**src/design/mm2s_settings.svh**
```systemverilog
`ifndef MM2S_SETTINGS_SVH
`define MM2S_SETTINGS_SVH

`define MM2S_PIX_W 8
`define MM2S_DATA_W 32
`define MM2S_ADDR_W 32

`define MM2S_WBITS 12
`define MM2S_HBITS 12

`define MM2S_BURST_LEN 16
// line stride in memory is 2**MM2S_STRIDE_BITS bytes
`define MM2S_STRIDE_BITS 10
`define MM2S_WORD_PIX 4

// word address of a line bank, MM2S_WBITS less log2(MM2S_WORD_PIX)
`define MM2S_WADDR_W 10
// pixel offset inside one 64-byte burst
`define MM2S_OFF_W 6

`endif

```
**src/design/mem_pkg.sv**
```systemverilog
`include "mm2s_settings.svh"

package mem_pkg;

	// len holds the beat count minus one
	typedef struct packed {
		logic [`MM2S_ADDR_W-1:0] addr;
		logic [7:0] len;
	} ar_req_t;

	typedef struct packed {
		logic [`MM2S_DATA_W-1:0] data;
		logic last;
	} r_beat_t;

endpackage

```
**src/design/video_pkg.sv**
```systemverilog
`include "mm2s_settings.svh"

package video_pkg;

	typedef logic [`MM2S_HBITS-1:0] row_t;
	typedef logic [`MM2S_WBITS-1:0] col_t;

	typedef struct packed {
		logic [`MM2S_ADDR_W-1:0] frame_addr;
		col_t win_left;
		col_t win_width;
		row_t win_top;
		row_t win_height;
		col_t dst_width;
		row_t dst_height;
	} frame_cfg_t;

	// one source line, fetched from a burst-aligned address
	typedef struct packed {
		logic [`MM2S_ADDR_W-1:0] line_addr;
		logic [`MM2S_WBITS-1:0] words;
		logic [`MM2S_OFF_W-1:0] offset;
	} line_job_t;

	typedef struct packed {
		logic [`MM2S_PIX_W-1:0] data;
		logic user;
		logic last;
	} pix_beat_t;

endpackage

```
**src/design/line_reader.sv**
```systemverilog
`timescale 1ns/100ps
`include "mm2s_settings.svh"

module line_reader (
	input  logic clk,
	input  logic resetn,
	input  logic start,
	input  video_pkg::line_job_t job,
	output logic done,
	output logic ar_valid,
	input  logic ar_ready,
	output mem_pkg::ar_req_t ar,
	input  logic r_valid,
	output logic r_ready,
	input  mem_pkg::r_beat_t r,
	output logic wr_en,
	output logic [`MM2S_WADDR_W-1:0] wr_addr,
	output logic [`MM2S_DATA_W-1:0] wr_data
);
	localparam int BL_W = $clog2(`MM2S_BURST_LEN) + 1;
	localparam int BURST_BYTES = `MM2S_BURST_LEN * (`MM2S_DATA_W / 8);

	typedef enum logic [1:0] {S_IDLE, S_ADDR, S_DATA} state_t;

	state_t st;
	logic [`MM2S_ADDR_W-1:0] addr_q;
	logic [`MM2S_WBITS-1:0] words_left;
	logic [`MM2S_WADDR_W-1:0] wptr;
	logic [BL_W-1:0] blen;
	logic last_burst;
	logic beat;

	// the tail of a line may need a short burst
	assign last_burst = (words_left <= `MM2S_BURST_LEN);
	assign blen = last_burst ? BL_W'(words_left) : BL_W'(`MM2S_BURST_LEN);

	assign ar_valid = (st == S_ADDR);
	assign ar = '{addr: addr_q, len: 8'(blen - 1'b1)};
	assign r_ready = (st == S_DATA);

	assign beat = r_valid && r_ready;
	assign wr_en = beat;
	assign wr_addr = wptr;
	assign wr_data = r.data;

	always_ff @(posedge clk) begin
		if (!resetn) begin
			st <= S_IDLE;
			done <= 1'b0;
		end else begin
			done <= 1'b0;
			case (st)
				S_IDLE: begin
					if (start)
						st <= S_ADDR;
				end
				S_ADDR: begin
					if (ar_ready)
						st <= S_DATA;
				end
				default: begin
					if (beat && r.last) begin
						if (last_burst) begin
							st <= S_IDLE;
							done <= 1'b1;
						end else begin
							st <= S_ADDR;
						end
					end
				end
			endcase
		end
	end

	always_ff @(posedge clk) begin
		if (st == S_IDLE && start) begin
			addr_q <= job.line_addr;
			words_left <= job.words;
			wptr <= '0;
		end else begin
			if (beat)
				wptr <= wptr + 1'b1;
			if (beat && r.last) begin
				addr_q <= addr_q + BURST_BYTES;
				words_left <= words_left - blen;
			end
		end
	end

endmodule

```
**config.mk**
```make
export PLATFORM = sky130hd
export DESIGN_NAME = line_reader
export DESIGN_NICKNAME = d
export VERILOG_FILES = /design/src/design/mem_pkg.sv /design/src/design/video_pkg.sv /design/src/design/line_reader.sv
export VERILOG_INCLUDE_DIRS = /design/src /design/src/design
export SDC_FILE = /design/constraint.sdc
export NUM_CORES = 1
export LEC_CHECK = 0
export ABC_AREA = 1
export BUFFER_PORTS_ARGS = -buffer_cell sky130_fd_sc_hd__buf_2
export CORE_ASPECT_RATIO = 1.25
export CORE_UTILIZATION = 40
export DETAILED_ROUTE_END_ITERATION = 10
export GPL_TIMING_DRIVEN = 0
export PLACE_DENSITY = 0.71
export SLEW_MARGIN = 20
export SYNTH_ARGS = -nofsm -noshare
export SYNTH_HDL_FRONTEND = slang
export SYNTH_SLANG_ARGS = --single-unit
```
**constraint.sdc**
```tcl
create_clock -name clk -period 5.2 [get_ports clk]
set_clock_uncertainty 0.05 [all_clocks]
set_input_delay 0.26 -clock clk [delete_from_list [all_inputs] [get_ports clk]]
set_output_delay 0.26 -clock clk [all_outputs]
set_load 0.02 [all_outputs]
```
==> flow_summary.json <==
{
  "synth_top_area_share_pct": 36.00,
  "seq_power_share_pct": 41.4,
  "yosysMostFrequentCell": "nand2_1",
  "cts_buffers": 9,
  "ys_types": 39,
  "pwr_density_cell_nw_per_um2": 395.7,
  "wl_per_cell_um": 12.71,
  "cts_tree": "done",
  "areaGrowthSynthToFinish_pct": 28.33,
  "max-cap-violations": 0,
  "crit_path_max_fanout": 8,
  "path_delay_family": "simple AND/OR/NAND/NOR gates",
  "syn_area_um2": 3670,
  "pwr-share-clk_pct": 20.9,
  "dp_hpwl_mm": 7.206,
  "muxShareOfSynthArea_pct": 0,
  "required_ns": 4.89,
  "fin_hold_ws_ns": 0.1131,
  "yosysSeqAreaShare_pct": 43.10,
  "yosysWarnings": 0,
  "setup_viol_count_final": 0,
  "post_cts_resized": 0,
  "swShare_pct": 40.58,
  "path_cells": "nor2_1 > nand2_1 > nor2_2 > nand2_2 > inv_2 > nand2_1 > ha_1 > o211ai_1 > xor2_1 > buf_2",
  "leakagePower_uw": 0.002299,
  "clkTransAtPathRegs_ns": 0.07,
  "diodes": 0,
  "status": "finished clean",
  "grt_use_total_pct": 20.49,
  "peakVddDrop_uv": 207.3,
  "num_io_pins": 174,
  "critPathCaptureType": "output port",
  "grt_pass1_wl_mm": 14.86,
  "worstSetupPathType": "reg -> out",
  "synthTopCellsByArea": "edfxtp_1 (36%), nand2_1 (14%), dfxtp_1 (7.1%)",
  "rsz0062_at_grt": "no",
  "die_w_um": 87.67,
  "synth-edff-count": 44,
  "slew_violations": 0,
  "viasPerCell": 4.710,
  "synth_area_leader_cell": "edfxtp_1",
  "cts_sinks": 57,
  "ant_nets": 0,
  "worst_slew_pin_slew_ns": 0.6675,
  "insertion_delay_ns": 0.34,
  "hp-class": "in -> reg",
  "slew_headroom_pct": 55.50,
  "antenna_found_initial": 0,
  "pwr-share-comb_pct": 37.7,
  "finalSetupTns_ns": 0,
  "synth_simple_gate_area_share_pct": 31.33,
  "start_util_pct": 41.72,
  "dpl_cell_area_um2": 4526,
  "crit_buf_inv": 2,
  "synth_top_cells_by_count": "nand2_1 (133), edfxtp_1 (44), inv_1 (44)",
  "syn_nets": 554,
  "worstPathArrival_ns": 2.24,
  "rows": 38,
  "synth_cells": 462,
  "timing.fmax_mhz": 392.5,
  "async_reset_ff_share_pct": 0,
  "synth_top_family_by_area": "simple AND/OR/NAND/NOR gates",
  "fin_nets": 701,
  "globalRouteOverflowTotal": 0,
  "path_common_cell": "nand2_1",
  "grt_max_degree": 24,
  "clock_tree.buffer_depth": 2,
  "p_int_uw": 1107,
  "dieHeight_um": 109.1,
  "portBuffers": 135,
  "drt_wl_total_mm": 9.331,
  "cts_setup_buffers": 0,
  "stdcell_area_um2": 4710,
  "timing.final.crit_share_pct": 49.00,
  "gp_congestion": 0.8559,
  "synth_fa_ha_area_share_pct": 1.364,
  "dominantRegCellSynth": "edfxtp_1",
  "synth_compound_gate_area_share_pct": 6.001,
  "p_switching_uw": 756.3,
  "grt_pass1_vias": 3307,
  "slowest_stage": "edfxtp_1",
  "report.final.hold_viol_count": 0,
  "min_period_ns": 2.548,
  "dieArea_um2": 9564,
  "worstSetupStartpointType": "flop",
  "first_iter_violations": 161,
  "synth_xor_area_share_pct": 4.773,
  "synth-seq-cells": 57,
  "htreeDepth": 3,
  "drive_above_1_share_pct": 36.32,
  "core_um2": 8796,
  "firstDrtPassIters": 4,
  "drc": 0,
  "vias": 3457,
  "cts_hold_buf": 0,
  "cts_root_buf": "clkbuf_8",
  "max_stage_delay_ns": 0.45,
  "syn_area_per_cell_um2": 7.943
}
## cells in the final DEF (no fill, tap or decap), drive strengths merged
master | Yosys | final
o21ai | 26 | 26
edfxtp | 44 | 44
nand3 | 29 | 29
o31ai | 3 | 3
conb | 1 | 1
nor3b | 1 | 1
o211ai | 1 | 1
nand4 | 8 | 8
nor2 | 50 | 50
clkbuf | 4 | 17
nor4 | 1 | 1
nand2 | 140 | 140
nor3 | 14 | 14
dfxtp | 13 | 13
a21oi | 10 | 10
a31oi | 1 | 1
inv | 49 | 49
xor2 | 8 | 8
buf | 40 | 176
xnor2 | 12 | 12
clkinv | 0 | 3
ha | 4 | 4
or2 | 3 | 3
## sequential cells by signal (all words and copies together) (netlist names)
register    flops
addr_q         32
done            1
st              2
words_left     12
wr_addr        10
## cells by family after synthesis
logic type                 count (synthesis)
DFF                                       57
AOI/OAI and AO/OA                         41
and+or+nand+nor                          246
other                                      1
xor gates and xnor gates                  20
buffers and inverters                     93
adders and majority gates                  4
## power groups by stage
stage	combinational, uW	sequential [uW]	clock, uW
finish	702	771	390
global route	789	789	418
CTS	711	770	399
detailed placement	709	778	0
global placement	678	778	0
floorplan	402	840	0
## per-layer routing
layer	GRT usage, %	routed length, um	vias up
li1	-	-	1761
met1	23.16	3866	1551
met2	35.83	4660	136
met3	5.148	654	9
met4	9.719	149	0
met5	0	0	-
## per-stage QoR
step	utilization, %	power [uW]	setup slack, ns	instances
detailed placement	51.45	1487	2.833	718
CTS	53.54	1881	2.643	734
floorplan	-	1242	2.913	462
finish	53.54	1864	2.652	734
global route	53.54	1995	2.457	734
global placement	51.11	1456	2.055	717
## area by class of cell
| cell class | instances | area (um^2) |
|---|---|---|
| plain buffers | 44 | 305.3 |
| clock buffers | 13 | 168.9 |
| clock inverters | 3 | 15.01 |
| fillers | 860 | 4086 |
| inverters | 49 | 183.9 |
| multi-input cells | 312 | 1602 |
| flip-flops and latches | 57 | 1582 |
| well taps | 120 | 150.1 |
| repair buffers | 136 | 703.2 |
## path summary, 6_finish.rpt
path / from / end / slack (ns) / cells past startpoint
setup / recovery: words_left[7] / ar[4] / 2.65 / 10
hold / removal: resetn / st[0] / 0.11 / 3
setup reg to reg: st[0] / addr_q[16] / 2.90 / 6
hold reg to reg: wr_addr[9] / wr_addr[9] / 0.42 / 2
## worst register-to-register path, stage by stage (launching register included)
cell     delay, ns
dfxtp_1       0.42
nor2_1        0.10
nand2_1       0.10
buf_2         0.26
buf_1         0.43
nand2_2       0.40
buf_16        0.30
No activity file was read; power rests on OpenSTA's default activity.
