[src/design/mm2s_settings.svh]
`ifndef MM2S_SETTINGS_SVH
`define MM2S_SETTINGS_SVH

`define MM2S_PIX_W 8
`define MM2S_DATA_W 32
`define MM2S_ADDR_W 32

`define MM2S_WBITS 12
`define MM2S_HBITS 12

`define MM2S_BURST_LEN 16
// line stride in memory is 2**MM2S_STRIDE_BITS bytes
`define MM2S_STRIDE_BITS 10
`define MM2S_WORD_PIX 4

// word address of a line bank, MM2S_WBITS less log2(MM2S_WORD_PIX)
`define MM2S_WADDR_W 10
// pixel offset inside one 64-byte burst
`define MM2S_OFF_W 6

`endif

[src/design/video_pkg.sv]
`include "mm2s_settings.svh"

package video_pkg;

	typedef logic [`MM2S_HBITS-1:0] row_t;
	typedef logic [`MM2S_WBITS-1:0] col_t;

	typedef struct packed {
		logic [`MM2S_ADDR_W-1:0] frame_addr;
		col_t win_left;
		col_t win_width;
		row_t win_top;
		row_t win_height;
		col_t dst_width;
		row_t dst_height;
	} frame_cfg_t;

	// one source line, fetched from a burst-aligned address
	typedef struct packed {
		logic [`MM2S_ADDR_W-1:0] line_addr;
		logic [`MM2S_WBITS-1:0] words;
		logic [`MM2S_OFF_W-1:0] offset;
	} line_job_t;

	typedef struct packed {
		logic [`MM2S_PIX_W-1:0] data;
		logic user;
		logic last;
	} pix_beat_t;

endpackage

[src/design/scale_1d.sv]
`timescale 1ns/100ps

module scale_1d #(
	parameter type idx_t = logic [7:0]
) (
	input  logic clk,
	input  logic resetn,
	input  logic start,
	input  idx_t src_len,
	input  idx_t dst_len,
	output logic out_valid,
	input  logic out_ready,
	output idx_t out_idx,
	output logic out_last
);
	localparam int W = $bits(idx_t);
	localparam int CW = $clog2(W + 1);

	typedef enum logic [1:0] {S_IDLE, S_DIV, S_RUN} state_t;

	state_t st;
	logic [CW-1:0] div_cnt;
	logic [W-1:0] dst_q;
	// holds the dividend first, the quotient once the divide is done
	logic [W-1:0] quo;
	logic [W-1:0] rem;
	logic [W:0] shifted;
	logic [W-1:0] idx_q;
	logic [W-1:0] cnt;
	logic [W-1:0] acc_rem;
	logic [W:0] rem_sum;
	logic carry;
	logic step;

	assign shifted = {rem, quo[W-1]};
	assign rem_sum = {1'b0, acc_rem} + {1'b0, rem};
	assign carry = (rem_sum >= {1'b0, dst_q});
	assign step = out_valid && out_ready;

	assign out_valid = (st == S_RUN);
	assign out_idx = idx_t'(idx_q);
	assign out_last = (cnt == dst_q - 1'b1);

	always_ff @(posedge clk) begin
		if (!resetn) begin
			st <= S_IDLE;
			div_cnt <= '0;
		end else if (start) begin
			st <= S_DIV;
			div_cnt <= '0;
		end else if (st == S_DIV) begin
			div_cnt <= div_cnt + 1'b1;
			if (div_cnt == CW'(W - 1))
				st <= S_RUN;
		end else if (step && out_last) begin
			st <= S_IDLE;
		end
	end

	always_ff @(posedge clk) begin
		if (start) begin
			dst_q <= dst_len;
			quo <= src_len;
			rem <= '0;
			idx_q <= '0;
			cnt <= '0;
			acc_rem <= '0;
		end else if (st == S_DIV) begin
			// restoring divide, one quotient bit per cycle
			if (shifted >= {1'b0, dst_q}) begin
				rem <= W'(shifted - {1'b0, dst_q});
				quo <= {quo[W-2:0], 1'b1};
			end else begin
				rem <= shifted[W-1:0];
				quo <= {quo[W-2:0], 1'b0};
			end
		end else if (step) begin
			// index j is j*q plus the carries out of the remainder sum
			idx_q <= idx_q + quo + W'(carry);
			acc_rem <= carry ? W'(rem_sum - {1'b0, dst_q}) : rem_sum[W-1:0];
			cnt <= cnt + 1'b1;
		end
	end

endmodule

[src/design/frame_ctrl.sv]
`timescale 1ns/100ps
`include "mm2s_settings.svh"

module frame_ctrl (
	input  logic clk,
	input  logic resetn,
	input  logic fsync,
	input  video_pkg::frame_cfg_t cfg_in,
	output video_pkg::frame_cfg_t cfg,
	output logic job_start,
	output video_pkg::line_job_t job,
	input  logic reader_done,
	output logic bank_sel,
	output logic line_ready,
	output logic [`MM2S_OFF_W-1:0] line_offset,
	input  logic line_consumed
);
	logic start_d;
	logic row_valid;
	logic row_ready;
	video_pkg::row_t row_idx;
	logic issue;
	logic rd_busy;
	logic draining;
	logic pending;
	logic filled;
	logic bank_free;
	logic handoff;
	logic [`MM2S_HBITS:0] src_line;
	logic [`MM2S_WBITS:0] span;
	logic [`MM2S_WBITS-1:0] left_aligned;
	video_pkg::line_job_t job_next;

	// row scaler runs once the new configuration is in place
	scale_1d #(
		.idx_t(video_pkg::row_t)
	) u_row_scale (
		.clk(clk),
		.resetn(resetn),
		.start(start_d),
		.src_len(cfg.win_height),
		.dst_len(cfg.dst_height),
		.out_valid(row_valid),
		.out_ready(row_ready),
		.out_idx(row_idx),
		.out_last()
	);

	assign src_line = cfg.win_top + row_idx;
	assign left_aligned = {cfg.win_left[`MM2S_WBITS-1:`MM2S_OFF_W], {(`MM2S_OFF_W){1'b0}}};
	assign span = cfg.win_left[`MM2S_OFF_W-1:0] + cfg.win_width + 2'd3;
	assign job_next = '{
		line_addr: cfg.frame_addr + (src_line << `MM2S_STRIDE_BITS) + left_aligned,
		words: {1'b0, span[`MM2S_WBITS:2]},
		offset: cfg.win_left[`MM2S_OFF_W-1:0]
	};

	// a filled bank waits here while the other one is still draining
	assign filled = reader_done || pending;
	assign bank_free = !draining || line_consumed;
	assign handoff = filled && bank_free;

	assign row_ready = !rd_busy && !pending;
	assign issue = row_valid && row_ready;

	always_ff @(posedge clk) begin
		if (fsync)
			cfg <= cfg_in;
		if (issue)
			job <= job_next;
		if (handoff)
			line_offset <= job.offset;
	end

	always_ff @(posedge clk) begin
		if (!resetn) begin
			start_d <= 1'b0;
			job_start <= 1'b0;
			line_ready <= 1'b0;
			rd_busy <= 1'b0;
			draining <= 1'b0;
			pending <= 1'b0;
			bank_sel <= 1'b0;
		end else begin
			start_d <= fsync;
			if (fsync) begin
				job_start <= 1'b0;
				line_ready <= 1'b0;
				rd_busy <= 1'b0;
				draining <= 1'b0;
				pending <= 1'b0;
				bank_sel <= 1'b0;
			end else begin
				job_start <= issue;
				line_ready <= handoff;
				pending <= filled && !bank_free;
				if (issue)
					rd_busy <= 1'b1;
				else if (reader_done)
					rd_busy <= 1'b0;
				if (handoff) begin
					draining <= 1'b1;
					bank_sel <= ~bank_sel;
				end else if (line_consumed) begin
					draining <= 1'b0;
				end
			end
		end
	end

endmodule

[config.mk]
export PLATFORM = sky130hd
export DESIGN_NAME = frame_ctrl
export DESIGN_NICKNAME = d
export VERILOG_FILES = /design/src/design/video_pkg.sv /design/src/design/scale_1d.sv /design/src/design/frame_ctrl.sv
export VERILOG_INCLUDE_DIRS = /design/src /design/src/design
export SDC_FILE = /design/constraint.sdc
export NUM_CORES = 1
export LEC_CHECK = 0
export ABC_CLOCK_PERIOD_IN_PS = 8100
export BUFFER_PORTS_ARGS = -buffer_cell sky130_fd_sc_hd__buf_2
export CORE_UTILIZATION = 40
export CTS_BUF_LIST = sky130_fd_sc_hd__clkbuf_4
export CTS_CLUSTER_DIAMETER = 50
export DETAILED_ROUTE_END_ITERATION = 6
export PLACE_DENSITY = 0.63
export SLEW_MARGIN = 5
export SYNTH_ARGS = -nofsm -noshare
export SYNTH_HDL_FRONTEND = slang
export SYNTH_SLANG_ARGS = --single-unit
[constraint.sdc]
create_clock -name clk -period 8.1 [get_ports clk]
set_input_delay 1.62 -clock clk [delete_from_list [all_inputs] [get_ports clk]]
set_output_delay 1.62 -clock clk [all_outputs]
set_load 0.03 [all_outputs]
==> results of run 1 <==
-- registers in the layout (all words and copies together), names as in the netlist, 2 cells and up --
register and flops:
cfg 104, job 49, u_row_scale.acc_rem 12, u_row_scale.cnt 12
u_row_scale.dst_q 12, u_row_scale.out_idx 12, u_row_scale.quo 12, u_row_scale.rem 12
line_offset 6, u_row_scale.div_cnt 4, u_row_scale.st 2
-- Yosys cell counts (10+ instances only) --
library cell	count
nand2_1	65
clkbuf_1	15
dfxtp_1	61
xor2_1	33
ha_1	103
o21ai_0	60
o21a_1	22
nor3_1	24
xnor2_1	57
nand4_1	14
a21o_1	11
and3_1	14
nor2_1	77
nand3_1	26
a211oi_1	23
nor2b_1	12
a21oi_1	83
edfxtp_1	183
inv_1	56
fa_1	10
buf_4	13
-- how the worst max path moves through the flow --
stage / slack, ns / depth (start not counted) / start / to
2_1_floorplan: 2.98 / 23 / u_row_scale.rem[0] / u_row_scale.out_idx[11]
3_3_place_gp: 2.36 / 23 / u_row_scale.rem[0] / u_row_scale.out_idx[11]
3_5_place_dp: 2.21 / 23 / u_row_scale.rem[0] / u_row_scale.out_idx[11]
4_1_cts: 2.19 / 23 / u_row_scale.rem[0] / u_row_scale.out_idx[11]
5_1_grt: 1.66 / 23 / u_row_scale.rem[0] / u_row_scale.out_idx[11]
6_report: 2.08 / 23 / u_row_scale.rem[0] / u_row_scale.out_idx[11]
-- layout make-up --
| type | count | area (um2) |
|---|---|---|
| fill | 2830 | 16000 |
| sequential | 244 | 6720 |
| multi-input combinational | 775 | 5640 |
| timing repair buffer | 277 | 1410 |
| clock buffer | 110 | 826 |
| tap | 402 | 503 |
| inverter | 57 | 215 |
| clock inverter | 17 | 118 |
| antenna | 1 | 2.50 |
-- cell families (layout without fill, tap and decap cells) --
family          count (synthesis)  after routing  synth area share, %
simple gates                  287            287                 11.1
compound gates                266            266                 13.7
flops                         244            244                 52.6
fa+ha+maj                     113            113                 11.7
buf+inv                        94            461                 3.24
xor+xnor                       90             90                 6.17
mux                            18             18                 1.50
other cells                     1              2               0.0294
-- worst max-delay path, delay by kind of cell, from the launching register on --
kind	cells	cell delay, ns
simple gates	8	1.84
xor+xnor	1	0.11
compound gates	8	2.02
fa+ha+maj	4	1.30
buf+inv	2	0.29
flops	1	0.39
-- cell usage in the layout (no fill, tap or decap), types with 33 or more instances in the layout --
master and count:
inv_1 55, dfxtp_1 60, clkbuf_4 110, xnor2_1 57
ha_1 103, buf_2 269, xor2_1 33, nand2_1 65
o21ai_0 60, nor2_1 77, edfxtp_1 183, a21oi_1 83
-- power by group --
| part | internal (W) | switching [W] | total [W] |
|---|---|---|---|
| Clock | 0.000654 | 0.000549 | 0.00120 |
| Sequential | 0.00144 | 0.0000541 | 0.00149 |
| Combinational | 0.000322 | 0.000484 | 0.000805 |
| Total | 0.00241 | 0.00109 | 0.00350 |
-- routing by layer --
metal  vias to the layer above  GRT usage, %  routed length (um)
met5                         -             0                  13
met4                         2          9.40                1070
met3                        76          5.05                1840
met2                       277          30.3               14000
met1                      4512          22.2               13100
li1                       4801             -                   -
-- metrics by stage --
stage	instances	instance area (um2)	total power [W]	hold slack, ns
floorplan	1113	12800	0.00212	0.428
global placement	1755	14500	0.00231	0.424
detailed placement	1755	14500	0.00232	0.427
CTS	1882	15400	0.00355	0.441
global route	1883	15400	0.00371	0.459
finish	1883	15400	0.00350	0.443
==> flow_metrics.env, run 1 <==
export IMPL_status="completed"
export IMPL_endpoint_kind="register"
export IMPL_die_area_um2=32600
export IMPL_dp_slack_ns=2.21
export IMPL_final_core_utilization_pct=49.0
export IMPL_worstSetupStartpointType="register"
export IMPL_slew_violations=0
export IMPL_reg2reg_slack_ns=2.08
export IMPL_htree_levels=3
export IMPL_synth_avg_cell_area_um2=11.5
export IMPL_start_util_pct=40.6
export IMPL_fin_nets=1649
export IMPL_die_x_um=181
export IMPL_hpwl_mm=22.0
export IMPL_synthFlopType="edfxtp_1"
export IMPL_synth_seq_cells=244
export IMPL_cts_buffer_depth=3
export IMPL_final_setup_viol_count=0
export IMPL_vias=9668
export IMPL_first_pass_iters=7
export IMPL_synthTopCellsByArea="edfxtp_1 43%, ha_1 10%, dfxtp_1 9.6%"
export IMPL_crit_arrival_ns=6.62
export IMPL_rows=65
export IMPL_rsz0062_at_grt="false"
export IMPL_io_pins=272
export IMPL_syn_cell_area_um2=12800
export IMPL_grt_pass1_vias=9671
export IMPL_synth_seq_area_share_pct=52.6
export IMPL_clock_skew_ns=0.0677
export IMPL_syn2layout_area_growth_pct=20.8
export IMPL_synth_nets=1335
export IMPL_grt_start_max_net_pins=62
export IMPL_die_h_um=181
export IMPL_groute_usage_overall_pct=18.5
export IMPL_root_buffer="clkbuf_4"
export IMPL_wl_per_cell_um=15.9
export IMPL_place_port_buffers=270
export IMPL_r2r_start="u_row_scale.rem[0]"
export IMPL_max_stage_delay_ns=0.46
export IMPL_synth_edff_count=183
export IMPL_pwr_density_cell_nw_per_um2=227
export IMPL_timing_setup_tns_ns=0
export IMPL_antenna_left=0
export IMPL_maxSlewHeadroom_pct=28.6
export IMPL_clkTransAtPathRegs_ns=0.06
export IMPL_min_to="u_row_scale.dst_q[9]"
export IMPL_cp_slowest_cell="or3b_2"
export IMPL_path_class="register to register"
export IMPL_cp_cell_sequence="ha_1, inv_1, fa_1, nor2b_1, o31a_1, o2111ai_1, nand2_1, or4_1, or3b_2, ha_1, a211oi_1, nand3_1, o211ai_1, buf_4, and2_1, fa_1, nor2b_1, o31ai_1, a211oi_1, o31ai_1, xnor2_1, or3_1, a21oi_1"
export IMPL_drt_initial_drc_count=444
export IMPL_fin_ws_ns=2.08
export IMPL_postCtsSetupBuffers=0
export IMPL_cp_required_ns=8.70
export IMPL_postCtsHoldBufs=0
export IMPL_cts_buffers=72
export IMPL_cts_sinks=244
export IMPL_grt_ovfl_total=0
export IMPL_period_share_pct=74.4
export IMPL_netlist_instances=1113
export IMPL_ys_warn_count=0
export IMPL_ctsResizeCount=0
export IMPL_cap_violations=0
export IMPL_ys_types=69
export IMPL_fmax_mhz=166
export IMPL_coreArea_um2=31500
export IMPL_worstHoldStart="cfg[9]"
export IMPL_drive_gt1_share_pct=28.9
export IMPL_drc=0
export IMPL_p_leak_nw=6.52
export IMPL_ir_worst_vdd_uv=170
export IMPL_vias_per_cell=5.13
export IMPL_yosysTopAreaCellShare_pct=43.0
export IMPL_clock_latency_ns=0.73
export IMPL_tightest_slew_ns=1.07
export IMPL_gp_congestion=0.880
export IMPL_grt_pass1_wl_mm=47.9
export IMPL_ff2ff_path_depth=23
export IMPL_hold_path_cell_count=0
export IMPL_grt_antenna_before_repair=2
export IMPL_async_flop_share_pct=0
export IMPL_hp_class="register to register"
export IMPL_rr_endpoint="u_row_scale.out_idx[11]"
export IMPL_hold_viol=0
export IMPL_fin_crit_ns=6.02
export IMPL_wirelength_mm=30.0
export IMPL_worst_path_max_fanout=15
export IMPL_cts_tree="yes"
export IMPL_synth_top_area_cell="edfxtp_1"
Power figures use the tool's default switching activity.
==> run 2: changes to the inputs <==
--- a/config.mk
+++ b/config.mk
@@ -6,13 +6,13 @@
 export SDC_FILE = /design/constraint.sdc
 export NUM_CORES = 1
 export LEC_CHECK = 0
-export ABC_CLOCK_PERIOD_IN_PS = 8100
+export ABC_CLOCK_PERIOD_IN_PS = 5100
 export BUFFER_PORTS_ARGS = -buffer_cell sky130_fd_sc_hd__buf_2
 export CORE_UTILIZATION = 40
 export CTS_BUF_LIST = sky130_fd_sc_hd__clkbuf_4
 export CTS_CLUSTER_DIAMETER = 50
 export DETAILED_ROUTE_END_ITERATION = 6
-export PLACE_DENSITY = 0.63
+export PLACE_DENSITY = 0.65
 export SLEW_MARGIN = 5
 export SYNTH_ARGS = -nofsm -noshare
 export SYNTH_HDL_FRONTEND = slang
==> constraint.sdc (replaced) <==
create_clock -name clk -period 5.1 [get_ports clk]
set_input_delay 1.02 -clock clk [delete_from_list [all_inputs] [get_ports clk]]
set_output_delay 1.02 -clock clk [all_outputs]
set_load 0.03 [all_outputs]
==> run 2 against run 1 <==
  * Global-route usage decreased by 0.22 points
  * Worst setup slack got worse by 1.9 ns
  * Clock power increased by 48%
  * Highest routed layer unchanged
==> flow_metrics.env, run 2 (synthesized netlist as in run 1, its figures left out) <==
export IMPL_status="completed"
export IMPL_busiest_layer="met2"
export IMPL_cts_sinks=244
export IMPL_antenna_left=0
export IMPL_timing_setup_tns_ns=0
export IMPL_largest_reg_flops=104
export IMPL_start_util_pct=40.6
export IMPL_gr_usage_met3_pct=5.44
export IMPL_fin_crit_ns=4.90
export IMPL_top_register="cfg"
export IMPL_worst_path_max_fanout=6
export IMPL_endpoint_kind="register"
export IMPL_hold_viol=0
export IMPL_clock_skew_ns=0.0400
export IMPL_rows=65
export IMPL_use_met2_pct=30.2
export IMPL_gp_congestion=0.867
export IMPL_grt_antenna_before_repair=2
export IMPL_syn2layout_area_growth_pct=21.4
export IMPL_grt_pass1_vias=9512
export IMPL_stdcell_count=1891
export IMPL_place_area_um2=14500
export IMPL_p_leak_nw=6.54
export IMPL_fin_nets=1658
export IMPL_max_stage_delay_ns=0.45
export IMPL_die_h_um=181
export IMPL_layout_commonest_cell="buf_2"
export IMPL_ir_worst_vdd_uv=210
export IMPL_cts_buffers=70
export IMPL_drive_gt1_share_pct=29.8
export IMPL_cp_slowest_cell="or4_1"
export IMPL_cp_required_ns=5.64
export IMPL_tightest_slew_ns=1.11
export IMPL_coreArea_um2=31500
export IMPL_top_regs="cfg (104), job (49)"
export IMPL_path_class="register to register"
export IMPL_io_pins=272
export IMPL_wl_per_cell_um=15.9
export IMPL_groute_usage_overall_pct=18.3
export IMPL_pwr_density_cell_nw_per_um2=352
export IMPL_use_met1_pct=21.6
export IMPL_vias=9673
export IMPL_grt_ovfl_total=0
export IMPL_place_inst=1759
export IMPL_clock_latency_ns=0.69
export IMPL_wirelength_mm=30.1
export IMPL_root_buffer="clkbuf_4"
export IMPL_slew_violations=0
export IMPL_final_setup_viol_count=0
export IMPL_fin_hold_ws_ns=0.430
export IMPL_cap_violations=0
export IMPL_grt_pass1_wl_mm=47.3
export IMPL_hpwl_mm=22.1
export IMPL_drc=0
export IMPL_place_port_buffers=270
export IMPL_hp_class="register to register"
export IMPL_die_area_um2=32600
export IMPL_htree_levels=3
export IMPL_cts_buffer_depth=3
export IMPL_die_x_um=181
export IMPL_maxSlewHeadroom_pct=25.5
export IMPL_cp_cell_sequence="ha_2, inv_1, fa_2, nor2b_2, o31a_1, o2111ai_2, nand2_1, or4_1, or3b_4, ha_4, a211oi_2, nand3_1, o211ai_1, and2_4, fa_2, fa_2, nor2b_1, o21a_1, o21a_1, o211ai_1, a21boi_1, o21ai_0, o311ai_0"
export IMPL_worstSetupStartpointType="register"
export IMPL_drt_initial_drc_count=471
export IMPL_cts_tree="yes"
export IMPL_cp_common_cell="fa_2"
export IMPL_period_share_pct=96.1
export IMPL_fin_area_um2=15500
export IMPL_first_pass_iters=5
export IMPL_crit_arrival_ns=5.45
export IMPL_grt_start_max_net_pins=61
export IMPL_final_cell_mix="269 x buf_2, 183 x edfxtp_1, 101 x ha_1"
export IMPL_vias_per_cell=5.12
export IMPL_fmax_mhz=204
export IMPL_clkTransAtPathRegs_ns=0.06
[run 2: cell type report]
type | instances | area (um2)
multi-input cells | 775 | 5700
repair buffers | 288 | 1490
inverters | 57 | 215
clock inverters | 25 | 129
fillers | 2881 | 16000
diodes | 1 | 2.50
flip-flops and latches | 244 | 6720
well taps | 402 | 503
clock buffers | 99 | 743
[run 2: worst max-delay path, delay by kind of cell (launching register included)]
kind	cells	cell delay, ns
AOI/OAI and AO/OA	10	2.09
adders and majority gates	5	1.06
buffers and inverters	1	0.07
DFF	1	0.31
and+or+nand+nor	7	1.22
[run 2: stage by stage]
step / total power (W) / setup slack (ns) / utilization [%]
3_3_place_gp: 0.00367 / 0.115 / 46.1
5_1_grt: 0.00577 / -0.0428 / 49.3
2_1_floorplan: 0.00336 / 0.0721 / -
3_5_place_dp: 0.00370 / 0.0171 / 46.1
6_report: 0.00546 / 0.197 / 49.3
4_1_cts: 0.00551 / 0.00353 / 48.9
[run 2: path summary, 6_finish.rpt]
check | slack (ns) | start | depth (start not counted) | to
max | 0.20 | u_row_scale.acc_rem[0] | 23 | u_row_scale.out_idx[8]
min | 0.43 | job[4] | 0 | line_offset[4]
min reg2reg | 0.43 | job[4] | 0 | line_offset[4]
max reg2reg | 0.20 | u_row_scale.acc_rem[0] | 23 | u_row_scale.out_idx[8]
[run 2: routing by layer]
metal | routed length (um) | vias up
met2 | 14400 | 285
met1 | 12700 | 4498
met5 | 13 | -
met4 | 950 | 2
met3 | 2040 | 77
li1 | - | 4811
[run 2: power by group]
group	internal (W)	total (W)	switching, W
combinational	0.000538	0.00132	0.000780
sequential	0.00229	0.00237	0.0000871
clock	0.000910	0.00177	0.000861
[run 2: repair_timing]
item                                    4_1_cts  5_1_grt
resized for setup                             1       13
endpoints found under the setup margin        2        6
buffers inserted                              0        7
pin swaps                                     0        7
hold buffers                                  0        0
==> run 3: changes to the inputs <==
--- a/config.mk
+++ b/config.mk
@@ -6,6 +6,7 @@
 export SDC_FILE = /design/constraint.sdc
 export NUM_CORES = 1
 export LEC_CHECK = 0
+export ABC_AREA = 1
 export ABC_CLOCK_PERIOD_IN_PS = 5100
 export BUFFER_PORTS_ARGS = -buffer_cell sky130_fd_sc_hd__buf_2
 export CORE_UTILIZATION = 40
@@ -13,7 +14,6 @@
 export CTS_CLUSTER_DIAMETER = 50
 export DETAILED_ROUTE_END_ITERATION = 6
 export PLACE_DENSITY = 0.65
-export SLEW_MARGIN = 5
 export SYNTH_ARGS = -nofsm -noshare
 export SYNTH_HDL_FRONTEND = slang
 export SYNTH_SLANG_ARGS = --single-unit
==> run 3 against run 2 <==
  * The flow now finishes with violations (design-rule violations)
  * First-iteration DRC count rose by 10%
  * Sequential share of layout area decreased by 1.3 points
  * Register-to-register slack gained 0.26 ns
  * Cell count rose by 15%
  * Worst hold slack lost 0.0069 ns
  * Synthesized cell count up 21%
  * Count of clock-buffer cells in the layout up 11
  * Critical path depth is 5 higher
  * Maximum frequency grew 5.7%
  * Global-route usage rose by 1.4 points
==> flow_metrics.env, run 3 <==
export IMPL_status="complete, but fails checks"
export IMPL_violations="design-rule violations"
export IMPL_fin_hold_ws_ns=0.423
export IMPL_async_flop_share_pct=0
export IMPL_cts_buffer_depth=3
export IMPL_fin_nets=1892
export IMPL_ys_warn_count=0
export IMPL_drc=1
export IMPL_hold_viol=0
export IMPL_wirelength_mm=32.6
export IMPL_clkTransAtPathRegs_ns=0.07
export IMPL_wl_per_cell_um=15.0
export IMPL_clock_skew_ns=0.0550
export IMPL_gp_congestion=0.880
export IMPL_drt_initial_drc_count=518
export IMPL_htree_levels=3
export IMPL_coreArea_um2=32500
export IMPL_syn2layout_area_growth_pct=21.2
export IMPL_final_setup_viol_count=0
export IMPL_synth_edff_count=183
export IMPL_layout_commonest_cell="buf_2"
export IMPL_yosysMostFrequentCell="nand2_1"
export IMPL_hp_class="register to register"
export IMPL_period_share_pct=91.0
export IMPL_die_x_um=184
export IMPL_worstSetupStartpointType="register"
export IMPL_max_stage_delay_ns=0.47
export IMPL_endpoint_kind="register"
export IMPL_grt_ovfl_total=0
export IMPL_root_buffer="clkbuf_4"
export IMPL_top_register="cfg"
export IMPL_antenna_left=0
export IMPL_synth_nets=1574
export IMPL_cp_required_ns=5.71
export IMPL_crit_arrival_ns=5.25
export IMPL_worst_path_max_fanout=13
export IMPL_fin_ws_ns=0.461
export IMPL_drive_gt1_share_pct=25.8
export IMPL_path_class="register to register"
export IMPL_synth_top_area_cell="edfxtp_1"
export IMPL_place_inst=2039
export IMPL_stdcell_count=2173
export IMPL_synth_seq_area_share_pct=50.9
export IMPL_dp_slack_ns=0.409
export IMPL_largest_reg_flops=104
export IMPL_die_h_um=184
export IMPL_yosysTopAreaCellShare_pct=41.7
export IMPL_grt_pass1_wl_mm=51.8
export IMPL_maxSlewHeadroom_pct=43.5
export IMPL_synth_seq_cells=244
export IMPL_fill_cells=3027
export IMPL_synthTopCellsByArea="edfxtp_1 42%, ha_1 9.8%, dfxtp_1 9.3%"
export IMPL_netlist_instances=1352
export IMPL_groute_usage_overall_pct=19.6
export IMPL_hpwl_mm=25.0
export IMPL_place_port_buffers=270
export IMPL_ir_worst_vdd_uv=283
export IMPL_top_regs="cfg (104), job (49)"
export IMPL_grt_start_max_net_pins=53
export IMPL_syn_cell_area_um2=13200
export IMPL_clock_latency_ns=0.74
export IMPL_netlist_top_cells_count="265 x nand2_1, 183 x edfxtp_1, 150 x inv_1"
export IMPL_vias=10400
export IMPL_io_pins=272
export IMPL_ys_types=50
export IMPL_fmax_mhz=216
export IMPL_cts_sinks=244
export IMPL_pwr_density_cell_nw_per_um2=347
export IMPL_synth_avg_cell_area_um2=9.75
export IMPL_cp_slowest_cell="fa_1"
export IMPL_postCtsHoldBufs=0
export IMPL_grt_pass1_vias=10200
export IMPL_final_cell_mix="269 x buf_2, 265 x nand2_1, 183 x edfxtp_1"
export IMPL_timing_setup_tns_ns=0
export IMPL_die_area_um2=33700
export IMPL_grt_antenna_before_repair=3
export IMPL_cts_tree="yes"
export IMPL_fin_crit_ns=4.64
export IMPL_tightest_slew_ns=0.846
export IMPL_cpLargestDelayFamily="adder cells"
export IMPL_cts_buffers=71
export IMPL_vias_per_cell=4.80
export IMPL_slew_violations=0
export IMPL_synthFlopType="edfxtp_1"
export IMPL_p_leak_nw=7.42
export IMPL_worst_path_buf_inv=5
export IMPL_start_util_pct=40.6
export IMPL_rows=66
export IMPL_cap_violations=0
export IMPL_cp_common_cell="inv_1"
export IMPL_first_pass_iters=7
run 3: where the power goes:
part	internal, W	total, W	switching [W]
Sequential	0.00228	0.00237	0.0000861
Combinational	0.000400	0.00114	0.000736
Clock	0.00119	0.00205	0.000860
run 3: layer usage:
metal / global-route usage [%] / share of wire (%) / routed length (um) / vias up
met4: 8.20 / 2.9 / 941 / 2
met1: 24.4 / 44 / 14300 / 4793
li1: - / - / - / 5285
met2: 31.8 / 47 / 15200 / 292
met3: 5.80 / 6.5 / 2110 / 66
met5: 0 / 0.037 / 12 / -
run 3: metrics by stage:
stage | utilization [%] | instance area (um2) | power [W]
6_report | 49.2 | 16000 | 0.00555
5_1_grt | 49.2 | 16000 | 0.00588
4_1_cts | 49.2 | 16000 | 0.00564
3_5_place_dp | 46.0 | 14900 | 0.00355
3_3_place_gp | 46.0 | 14900 | 0.00353
2_1_floorplan | - | 13200 | 0.00323
run 3: final cells by class:
type,instances,area [um2],area share (%)
antenna,3,7.51,0.0470
clock buffer,110,826,5.17
clock inverter,21,196,1.23
inverter,154,578,3.62
multi-input combinational,923,5700,35.7
sequential,244,6720,42.0
tap,442,553,3.46
timing repair buffer,276,1400,8.75
run 3: logic make-up after synthesis:
| kind of cell | count (synthesis) | synth area share (%) |
|---|---|---|
| flops | 244 | 50.9 |
| buf+inv | 185 | 5.95 |
| other cells | 1 | 0.0284 |
| simple gates | 524 | 17.9 |
| xor+xnor | 79 | 5.25 |
| compound gates | 206 | 8.69 |
| fa+ha+maj | 113 | 11.3 |
run 3: final timing paths:
| check | from | to | slack, ns | depth (start not counted) |
|---|---|---|---|---|
| setup reg to reg | u_row_scale.rem[0] | u_row_scale.out_idx[8] | 0.46 | 28 |
| hold / removal | cfg[9] | u_row_scale.dst_q[9] | 0.42 | 0 |
| hold reg to reg | cfg[9] | u_row_scale.dst_q[9] | 0.42 | 0 |
| setup / recovery | u_row_scale.rem[0] | u_row_scale.out_idx[8] | 0.46 | 28 |
run 3: repair_timing:
action | in CTS | in global routing
endpoints found under the hold margin | 0 | 0
gates resized for setup | 0 | 2
endpoints found under the setup margin | 0 | 3
buffers inserted | 0 | 0
